## config.mk

```make
export PLATFORM = sky130hd
export DESIGN_NAME = dbg_unit_top
export DESIGN_NICKNAME = d
export VERILOG_FILES = /design/src/rtl/dbg_types_pkg.sv /design/src/rtl/cpu_port_pkg.sv /design/src/rtl/dbg_rx_parser.sv /design/src/rtl/dbg_tx_serializer.sv /design/src/rtl/dbg_control.sv /design/src/rtl/dbg_unit_top.sv
export SDC_FILE = /design/constraint.sdc
export NUM_CORES = 1
export LEC_CHECK = 0
export CAP_MARGIN = 5
export CELL_PAD_IN_SITES_DETAIL_PLACEMENT = 1
export CELL_PAD_IN_SITES_GLOBAL_PLACEMENT = 1
export CORE_UTILIZATION = 50
export DETAILED_ROUTE_END_ITERATION = 7
export DONT_BUFFER_PORTS = 1
export HOLD_SLACK_MARGIN = 0.02
export PLACE_DENSITY_LB_ADDON = 0.2
export SLEW_MARGIN = 20
export SYNTH_ARGS = -nofsm -noshare
export SYNTH_HDL_FRONTEND = slang
export SYNTH_SLANG_ARGS = --single-unit
export TNS_END_PERCENT = 20
```

## constraint.sdc

```tcl
create_clock -name i_clk -period 3.25 [get_ports i_clk]
set_clock_uncertainty 0.15 [all_clocks]
set_input_delay 0.8125 -clock i_clk [delete_from_list [all_inputs] [get_ports i_clk]]
set_output_delay 0.8125 -clock i_clk [all_outputs]
set_load 0.02 [all_outputs]
```

## src/rtl/dbg_types_pkg.sv

```systemverilog
package dbg_types_pkg;

    // Parser events toward the controller
    typedef enum logic [2:0] {
        EVT_NONE,
        EVT_RUN,
        EVT_STEP,
        EVT_NEXT,
        EVT_LOAD,                 // 'l' seen, enter load mode
        EVT_LOAD_WORD,
        EVT_LOAD_END
    } dbg_cmd_e;

    typedef enum logic [3:0] {
        ST_IDLE,
        ST_RUN,
        ST_STEP_WAIT,
        ST_STEP_PULSE,
        ST_LOAD,
        ST_DUMP_FETCH,
        ST_DUMP_SEND,
        ST_DUMP_WAIT
    } dbg_state_e;

    localparam logic [7:0] CHAR_RUN  = 8'h72;   // 'r'
    localparam logic [7:0] CHAR_STEP = 8'h73;   // 's'
    localparam logic [7:0] CHAR_LOAD = 8'h6c;   // 'l'
    localparam logic [7:0] CHAR_NEXT = 8'h6e;   // 'n'

    typedef struct packed {
        logic       valid;
        logic [7:0] data;
    } rx_byte_t;

    typedef struct packed {
        logic       valid;
        logic [7:0] data;
    } tx_byte_t;

    typedef struct packed {
        dbg_cmd_e    kind;
        logic [31:0] word;        // Assembled instruction, load events only
        logic        valid;
    } parser_evt_t;

endpackage

```

## src/rtl/cpu_port_pkg.sv

```systemverilog
package cpu_port_pkg;

    localparam int CPU_W = 32;

    // Controller to processor
    typedef struct packed {
        logic       rst;
        logic       clk_en;       // One enable per processor cycle
        logic [4:0] reg_sel;
        logic [7:0] mem_addr;     // Data memory word address
    } cpu_ctrl_t;

    // Processor to controller, selects answered combinationally
    typedef struct packed {
        logic             halt;
        logic [CPU_W-1:0] pc;
        logic [CPU_W-1:0] cycles;
        logic [CPU_W-1:0] reg_data;
        logic [CPU_W-1:0] mem_data;
    } cpu_stat_t;

    // Instruction memory write port
    typedef struct packed {
        logic             we;
        logic [CPU_W-1:0] addr;   // Byte address
        logic [CPU_W-1:0] data;
    } imem_wr_t;

endpackage

```

## src/rtl/dbg_rx_parser.sv

```systemverilog
module dbg_rx_parser
    import dbg_types_pkg::*;
#(
    parameter int IMEM_WORDS = 256
) (
    input  logic        i_clk,
    input  logic        i_rst,
    input  rx_byte_t    i_rx,
    input  logic        i_load_mode,
    output parser_evt_t o_evt
);

    localparam int WCNT_W = $clog2(IMEM_WORDS + 1);

    logic [31:0]       shift_q;
    logic [31:0]       shift_next;
    logic [1:0]        byte_cnt;
    logic [WCNT_W-1:0] word_cnt;
    logic              mem_full;
    logic              end_word;
    dbg_cmd_e          cmd_kind;
    logic              evt_valid;
    dbg_cmd_e          evt_kind;
    logic [31:0]       evt_word;

    assign shift_next = {shift_q[23:0], i_rx.data};          // MSB first
    assign mem_full   = (word_cnt == WCNT_W'(IMEM_WORDS));
    assign end_word   = (shift_next == '1) || mem_full;      // Past the end also closes the load

    // Command decode, unknown bytes map to no event
    always_comb begin
        case (i_rx.data)
            CHAR_RUN:  cmd_kind = EVT_RUN;
            CHAR_STEP: cmd_kind = EVT_STEP;
            CHAR_LOAD: cmd_kind = EVT_LOAD;
            CHAR_NEXT: cmd_kind = EVT_NEXT;
            default:   cmd_kind = EVT_NONE;
        endcase
    end

    always_ff @(posedge i_clk) begin
        if (i_rst) begin
            byte_cnt  <= '0;
            word_cnt  <= '0;
            evt_valid <= 1'b0;
        end else begin
            evt_valid <= 1'b0;
            if (!i_load_mode) begin
                byte_cnt <= '0;                              // Next load starts on a word boundary
                word_cnt <= '0;
                if (i_rx.valid && cmd_kind != EVT_NONE) begin
                    evt_valid <= 1'b1;
                end
            end else if (i_rx.valid) begin
                byte_cnt <= byte_cnt + 2'd1;
                if (byte_cnt == 2'd3) begin
                    evt_valid <= 1'b1;
                    if (!end_word) begin
                        word_cnt <= word_cnt + 1'b1;
                    end
                end
            end
        end
    end

    // Byte assembly and event payload
    always_ff @(posedge i_clk) begin
        if (i_rx.valid) begin
            shift_q  <= shift_next;
            evt_word <= shift_next;
            if (i_load_mode) begin
                evt_kind <= end_word ? EVT_LOAD_END : EVT_LOAD_WORD;
            end else begin
                evt_kind <= cmd_kind;
            end
        end
    end

    assign o_evt = '{kind: evt_kind, word: evt_word, valid: evt_valid};

endmodule

```

## src/rtl/dbg_tx_serializer.sv

```systemverilog
module dbg_tx_serializer
    import dbg_types_pkg::*;
    import cpu_port_pkg::*;
(
    input  logic             i_clk,
    input  logic             i_rst,
    input  logic [CPU_W-1:0] i_word,
    input  logic             i_word_valid,
    input  logic             i_tx_busy,
    output tx_byte_t         o_tx,
    output logic             o_busy
);

    localparam int NBYTES = CPU_W / 8;
    localparam int CNT_W  = $clog2(NBYTES) + 1;

    logic [CPU_W-1:0] shift_q;
    logic [CNT_W-1:0] remain;
    logic             tx_valid;
    logic [7:0]       tx_data;
    logic             send;

    // The strobe cycle itself never samples busy, the UART raises it one cycle later
    assign send = (remain != '0) && !tx_valid && !i_tx_busy;

    always_ff @(posedge i_clk) begin
        if (i_rst) begin
            remain   <= '0;
            tx_valid <= 1'b0;
        end else begin
            tx_valid <= send;
            if (i_word_valid && remain == '0) begin
                remain <= CNT_W'(NBYTES);
            end else if (send) begin
                remain <= remain - 1'b1;
            end
        end
    end

    always_ff @(posedge i_clk) begin
        if (i_word_valid && remain == '0) begin
            shift_q <= i_word;
        end else if (send) begin
            shift_q <= {shift_q[CPU_W-9:0], 8'h00};
        end
        if (send) begin
            tx_data <= shift_q[CPU_W-1:CPU_W-8];             // Top byte goes first
        end
    end

    assign o_tx   = '{valid: tx_valid, data: tx_data};
    assign o_busy = (remain != '0);

endmodule

```

## src/rtl/dbg_control.sv

```systemverilog
module dbg_control
    import dbg_types_pkg::*;
    import cpu_port_pkg::*;
#(
    parameter int REG_COUNT  = 32,
    parameter int DMEM_WORDS = 8
) (
    input  logic             i_clk,
    input  logic             i_rst,
    input  parser_evt_t      i_evt,
    input  cpu_stat_t        i_cpu,
    input  logic             i_ser_busy,
    output cpu_ctrl_t        o_cpu,
    output imem_wr_t         o_imem,
    output logic [CPU_W-1:0] o_word,
    output logic             o_word_valid,
    output logic             o_load_mode,
    output dbg_state_e       o_state
);

    localparam logic [1:0] PH_PC  = 2'd0;
    localparam logic [1:0] PH_CYC = 2'd1;
    localparam logic [1:0] PH_REG = 2'd2;
    localparam logic [1:0] PH_MEM = 2'd3;

    localparam logic [4:0] REG_LAST = 5'(REG_COUNT - 1);
    localparam logic [7:0] MEM_LAST = 8'(DMEM_WORDS - 1);

    dbg_state_e       state;
    logic             step_mode;
    logic [1:0]       phase;
    logic [4:0]       reg_sel;
    logic [7:0]       mem_addr;
    logic             dump_last;
    logic [CPU_W-1:0] load_addr;
    logic             wr_en;
    logic [CPU_W-1:0] wr_addr;
    logic [CPU_W-1:0] wr_data;
    logic             word_valid;
    logic [CPU_W-1:0] word_q;
    logic [CPU_W-1:0] dump_word;
    logic             cpu_rst;
    logic             clk_en;

    // Selects were set at least one cycle earlier
    always_comb begin
        case (phase)
            PH_PC:   dump_word = i_cpu.pc;
            PH_CYC:  dump_word = i_cpu.cycles;
            PH_REG:  dump_word = i_cpu.reg_data;
            default: dump_word = i_cpu.mem_data;
        endcase
    end

    always_ff @(posedge i_clk) begin
        if (i_rst) begin
            state      <= ST_IDLE;
            step_mode  <= 1'b0;
            phase      <= PH_PC;
            reg_sel    <= '0;
            mem_addr   <= '0;
            dump_last  <= 1'b0;
            load_addr  <= '0;
            wr_en      <= 1'b0;
            word_valid <= 1'b0;
        end else begin
            wr_en      <= 1'b0;
            word_valid <= 1'b0;
            case (state)
                ST_IDLE: begin
                    if (i_evt.valid) begin
                        case (i_evt.kind)
                            EVT_RUN: begin
                                state     <= ST_RUN;
                                step_mode <= 1'b0;
                            end
                            EVT_STEP: begin
                                state     <= ST_STEP_WAIT;
                                step_mode <= 1'b1;
                            end
                            EVT_LOAD: state <= ST_LOAD;
                            default:  state <= ST_IDLE;
                        endcase
                    end
                end
                ST_RUN: begin
                    if (i_cpu.halt) begin
                        state <= ST_DUMP_FETCH;
                    end
                end
                ST_STEP_WAIT: begin
                    if (i_evt.valid && i_evt.kind == EVT_NEXT) begin
                        state <= ST_STEP_PULSE;
                    end
                end
                ST_STEP_PULSE: state <= ST_DUMP_FETCH;     // Exactly one enable
                ST_LOAD: begin
                    if (i_evt.valid && i_evt.kind == EVT_LOAD_WORD) begin
                        wr_en     <= 1'b1;
                        load_addr <= load_addr + CPU_W'(4);
                    end else if (i_evt.valid && i_evt.kind == EVT_LOAD_END) begin
                        load_addr <= '0;
                        state     <= ST_IDLE;
                    end
                end
                ST_DUMP_FETCH: begin
                    if (!i_ser_busy) begin
                        word_valid <= 1'b1;
                        state      <= ST_DUMP_SEND;
                    end
                end
                ST_DUMP_SEND: begin
                    case (phase)
                        PH_PC:  phase <= PH_CYC;
                        PH_CYC: phase <= PH_REG;
                        PH_REG: begin
                            if (reg_sel == REG_LAST) begin
                                phase <= PH_MEM;
                            end else begin
                                reg_sel <= reg_sel + 5'd1;
                            end
                        end
                        default: begin
                            if (mem_addr == MEM_LAST) begin
                                dump_last <= 1'b1;
                            end else begin
                                mem_addr <= mem_addr + 8'd1;
                            end
                        end
                    endcase
                    state <= ST_DUMP_WAIT;
                end
                ST_DUMP_WAIT: begin
                    if (!i_ser_busy && dump_last) begin    // Last byte is out
                        phase     <= PH_PC;
                        reg_sel   <= '0;
                        mem_addr  <= '0;
                        dump_last <= 1'b0;
                        if (step_mode && !i_cpu.halt) begin
                            state <= ST_STEP_WAIT;
                        end else begin
                            step_mode <= 1'b0;
                            state     <= ST_IDLE;
                        end
                    end else if (!i_ser_busy) begin
                        state <= ST_DUMP_FETCH;
                    end
                end
                default: state <= ST_IDLE;
            endcase
        end
    end

    // Payload registers
    always_ff @(posedge i_clk) begin
        if (state == ST_LOAD && i_evt.valid) begin
            wr_addr <= load_addr;
            wr_data <= i_evt.word;
        end
        if (state == ST_DUMP_FETCH) begin
            word_q <= dump_word;
        end
    end

    assign cpu_rst = (state == ST_IDLE) || (state == ST_LOAD);
    assign clk_en  = (state == ST_RUN && !i_cpu.halt) || (state == ST_STEP_PULSE);

    assign o_cpu        = '{rst: cpu_rst, clk_en: clk_en, reg_sel: reg_sel, mem_addr: mem_addr};
    assign o_imem       = '{we: wr_en, addr: wr_addr, data: wr_data};
    assign o_word       = word_q;
    assign o_word_valid = word_valid;
    assign o_load_mode  = (state == ST_LOAD);
    assign o_state      = state;

endmodule

```

## src/rtl/dbg_unit_top.sv

```systemverilog
module dbg_unit_top
    import dbg_types_pkg::*;
    import cpu_port_pkg::*;
#(
    parameter int REG_COUNT  = 32,
    parameter int DMEM_WORDS = 8,
    parameter int IMEM_WORDS = 256
) (
    input  logic       i_clk,
    input  logic       i_rst,
    input  rx_byte_t   i_rx,
    input  logic       i_tx_busy,
    input  cpu_stat_t  i_cpu,
    output tx_byte_t   o_tx,
    output cpu_ctrl_t  o_cpu,
    output imem_wr_t   o_imem,
    output dbg_state_e o_state
);

    parser_evt_t      evt;
    logic             load_mode;
    logic [CPU_W-1:0] word;
    logic             word_valid;
    logic             ser_busy;

    dbg_rx_parser #(
        .IMEM_WORDS (IMEM_WORDS)
    ) dbg_rx_parser_i (
        .i_clk       (i_clk),
        .i_rst       (i_rst),
        .i_rx        (i_rx),
        .i_load_mode (load_mode),
        .o_evt       (evt)
    );

    dbg_control #(
        .REG_COUNT  (REG_COUNT),
        .DMEM_WORDS (DMEM_WORDS)
    ) dbg_control_i (
        .i_clk        (i_clk),
        .i_rst        (i_rst),
        .i_evt        (evt),
        .i_cpu        (i_cpu),
        .i_ser_busy   (ser_busy),
        .o_cpu        (o_cpu),
        .o_imem       (o_imem),
        .o_word       (word),
        .o_word_valid (word_valid),
        .o_load_mode  (load_mode),
        .o_state      (o_state)
    );

    dbg_tx_serializer dbg_tx_serializer_i (
        .i_clk        (i_clk),
        .i_rst        (i_rst),
        .i_word       (word),
        .i_word_valid (word_valid),
        .i_tx_busy    (i_tx_busy),
        .o_tx         (o_tx),
        .o_busy       (ser_busy)
    );

endmodule

```

==> flow_summary_export.csv <==
group,metric,value,unit
critical_path,crit_required,3.48,ns
route,drt-pass1-iter-count,6,
clocking,cts_buffers,25,
floorplanning,rows,51,
route,routed_wl,22800,um
clocking,cts_tree,"done",
floorplanning,die_area,20700,um2
critical_path,critPathCaptureType,"flop",
timing,rsz0062_at_grt,"false",
clocking,cts_setup_buffers,0,
critical_path,cp_top_family,"simple AND/OR/NAND/NOR gates",
finish,fin_util,57.1,%
clocking,htree_levels,1,
clocking,postCtsHoldBufs,0,
finish,drive_above_1_share,12.5,%
global_routing,first_global_vias,6563,
critical_path,worst_setup_path_start_kind,"flop",
timing,layout_min_cycle_time,2.72,ns
timing,relSlewSlack,44.4,%
timing,setup_violations,0,
clocking,clk_latency,0.51,ns
global_routing,globalRoute.totalOverflow,0,
synthesis,syn_avg_cell_area,12.8,um2
timing,worst_pin_slew,0.830,ns
route,drc,0,
status,status,"finished, final reports clean",
power,peakVddDrop,0.370,mV
critical_path,path_max_fanout,6,
floorplanning,dieWidth,144,um
synthesis,syn_inst,786,
placement,gp_congestion,0.856,
finish,area_growth,11.3,%
clocking,post_cts_resized,0,
timing,hold_viol_final,0,
synthesis,ys_async_sr_fraction,0,%
floorplanning,core,19600,um2
critical_path,slowest_stage,"a21oi_1",
global_routing,antenna_found_initial,2,
synthesis,yosysUniqueCellTypes,57,
synthesis,synthFlopType,"edfxtp_1",
global_routing,grt_pass1_wl,34700,um
route,viasPerCell,6.05,
clocking,cts_root_buf,"clkbuf_16",
placement,numPortBuffers,0,
synthesis,synth-edff-count,169,
timing,setup_tns,0,ns
synthesis,ys_seq_elements,237,
job,maxCapViolCount,0,
critical_path,critPathBufInv,0,
synthesis,yosys_warnings,0,
finish,final_area,11200,um2
critical_path,cp_data_arrival_time,2.95,ns
clocking,cts_buffer_depth,3,
power,cellLeakagePower,3.70,nW
synthesis,netlist_area,10000,um2
route,vias,6497,
placement,place_area,10300,um2
timing,fmax,367,MHz
critical_path,critical-path-max-stage-delay,0.52,ns
critical_path,crit_chain,"ha_1 -> and3_1 -> ha_1 -> or3b_2 -> a21oi_1 -> nand4_1 -> xor2_1 -> nor2_1",
clocking,clock-sinks,237,
synthesis,ys_seq_area_share,64.1,%
timing,slew_viol_final,0,
floorplanning,start_util,51.3,%
placement,hpwl,16300,um
route,drt_first_iter_violations,335,
power,power.density,626,nW/um2
timing,timing.final.crit_share,83.8,%
route,wl_per_cell,21.3,um
floorplanning,fp.dieH,144,um
timing,whs,0.232,ns
critical_path,crit_path_frequent_cell,"ha_1",
critical_path,critical_path_class,"reg -> reg",
clocking,path_clk_slew,0.06,ns
finish,mostFrequentLayoutCells,"edfxtp_1 (169), dfxtp_1 (68), nor2_1 (50)",
floorplanning,top_level_ports,234,
global_routing,grt_max_degree,60,
finish,nets,941,
finish,final_common_cell,"edfxtp_1",
global_routing,track_usage,21.8,%
worst_hold_path,hold_path_class,"in -> reg",
route,detail-route-antenna-nets,0,
-- cells by family (layout without fill, tap and decap cells) --
family          Yosys count  after routing  share of synthesized area [%]
fa+ha+maj                13             13                           1.62
compound gates          127            127                           9.33
other cells               1              5                         0.0373
simple gates            233            233                           12.7
mux                      67             67                           7.07
flops                   237            237                           64.1
buf+inv                  93            111                           3.79
xor+xnor                 15             15                           1.31
-- report_power, final --
| group | internal [mW] | leakage [nW] | total (mW) | switching [mW] |
|---|---|---|---|---|
| Sequential | 3.55 | 2.13 | 3.68 | 0.133 |
| Combinational | 0.159 | 1.16 | 0.416 | 0.258 |
| Clock | 1.76 | 0.421 | 2.90 | 1.14 |
-- final timing paths --
path,slack [ns],end,from,cells past startpoint
worst max-delay path,0.53,dbg_control_i.reg_sel[3],dbg_control_i.reg_sel[0],8
worst min-delay path,0.23,dbg_control_i.load_addr[28],i_rst,1
worst max register to register,0.53,dbg_control_i.reg_sel[3],dbg_control_i.reg_sel[0],8
worst min register to register,0.27,dbg_control_i.wr_data[25],dbg_rx_parser_i.shift_q[25],0
-- through the flow --
stage	total power, mW	instances	setup WS, ns
2_1_floorplan	4.04	788	0.141
3_3_place_gp	4.15	1025	0.683
3_5_place_dp	4.18	1025	0.442
4_1_cts	7.08	1071	0.534
5_1_grt	7.25	1073	0.396
6_report	7.00	1073	0.525
-- area by class of cell --
class,count,area [um2]
inverter,48,180
multi-input combinational,458,3240
sequential,237,6440
clock inverter,17,195
clock buffer,29,651
antenna,2,5.00
tap,265,332
timing repair buffer,17,140
fill,2002,8410
-- flip-flops by register name (all words and copies together), names as in the netlist, 8 cells and up --
signal	flops
dbg_control_i.o_word	32
dbg_tx_serializer_i.tx_data	8
dbg_control_i.mem_addr	8
dbg_tx_serializer_i.shift_q	32
dbg_rx_parser_i.word_cnt	9
dbg_control_i.wr_data	32
dbg_control_i.wr_addr	30
dbg_control_i.load_addr	30
dbg_rx_parser_i.shift_q	32
-- synthesized netlist by cell type, drive strengths merged, types with 5 or more instances --
master | instances | area share [%]
edfxtp | 169 | 51
dfxtp | 68 | 14
nor2 | 50 | 1.9
inv | 48 | 1.8
nand2 | 37 | 1.4
mux2i | 36 | 3.6
clkbuf | 33 | 1.2
a222oi | 32 | 3.2
mux2 | 31 | 3.5
nand3 | 28 | 1.4
a21oi | 26 | 1.3
o21ai | 22 | 1.1
nand4 | 17 | 1.1
and3 | 14 | 0.87
ha | 13 | 1.6
nor3 | 13 | 0.81
buf | 12 | 0.76
o31ai | 12 | 0.90
nor3b | 11 | 0.82
nand2b | 10 | 0.62
xor2 | 10 | 0.87
or4 | 9 | 0.67
or3 | 8 | 0.50
o41ai | 7 | 0.61
and2 | 6 | 0.37
nor4 | 6 | 0.44
a211oi | 5 | 0.37
xnor2 | 5 | 0.44
-- worst reg2reg max path: cells and delay by family, from the launching register on --
family,cells,cell delay [ns]
and+or+nand+nor,4,0.88
AOI/OAI and AO/OA,1,0.52
adders and majority gates,2,0.45
DFF,1,0.41
xor gates and xnor gates,1,0.17
-- routing by layer --
| metal | vias up | global-route usage [%] | wire [um] |
|---|---|---|---|
| met5 | - | 0 | 0 |
| met4 | 0 | 9.29 | 862 |
| met3 | 54 | 3.30 | 1060 |
| met2 | 249 | 40.9 | 12200 |
| met1 | 3177 | 24.4 | 8700 |
| li1 | 3017 | - | - |
Note: power is estimated with default switching activity, not from simulation.
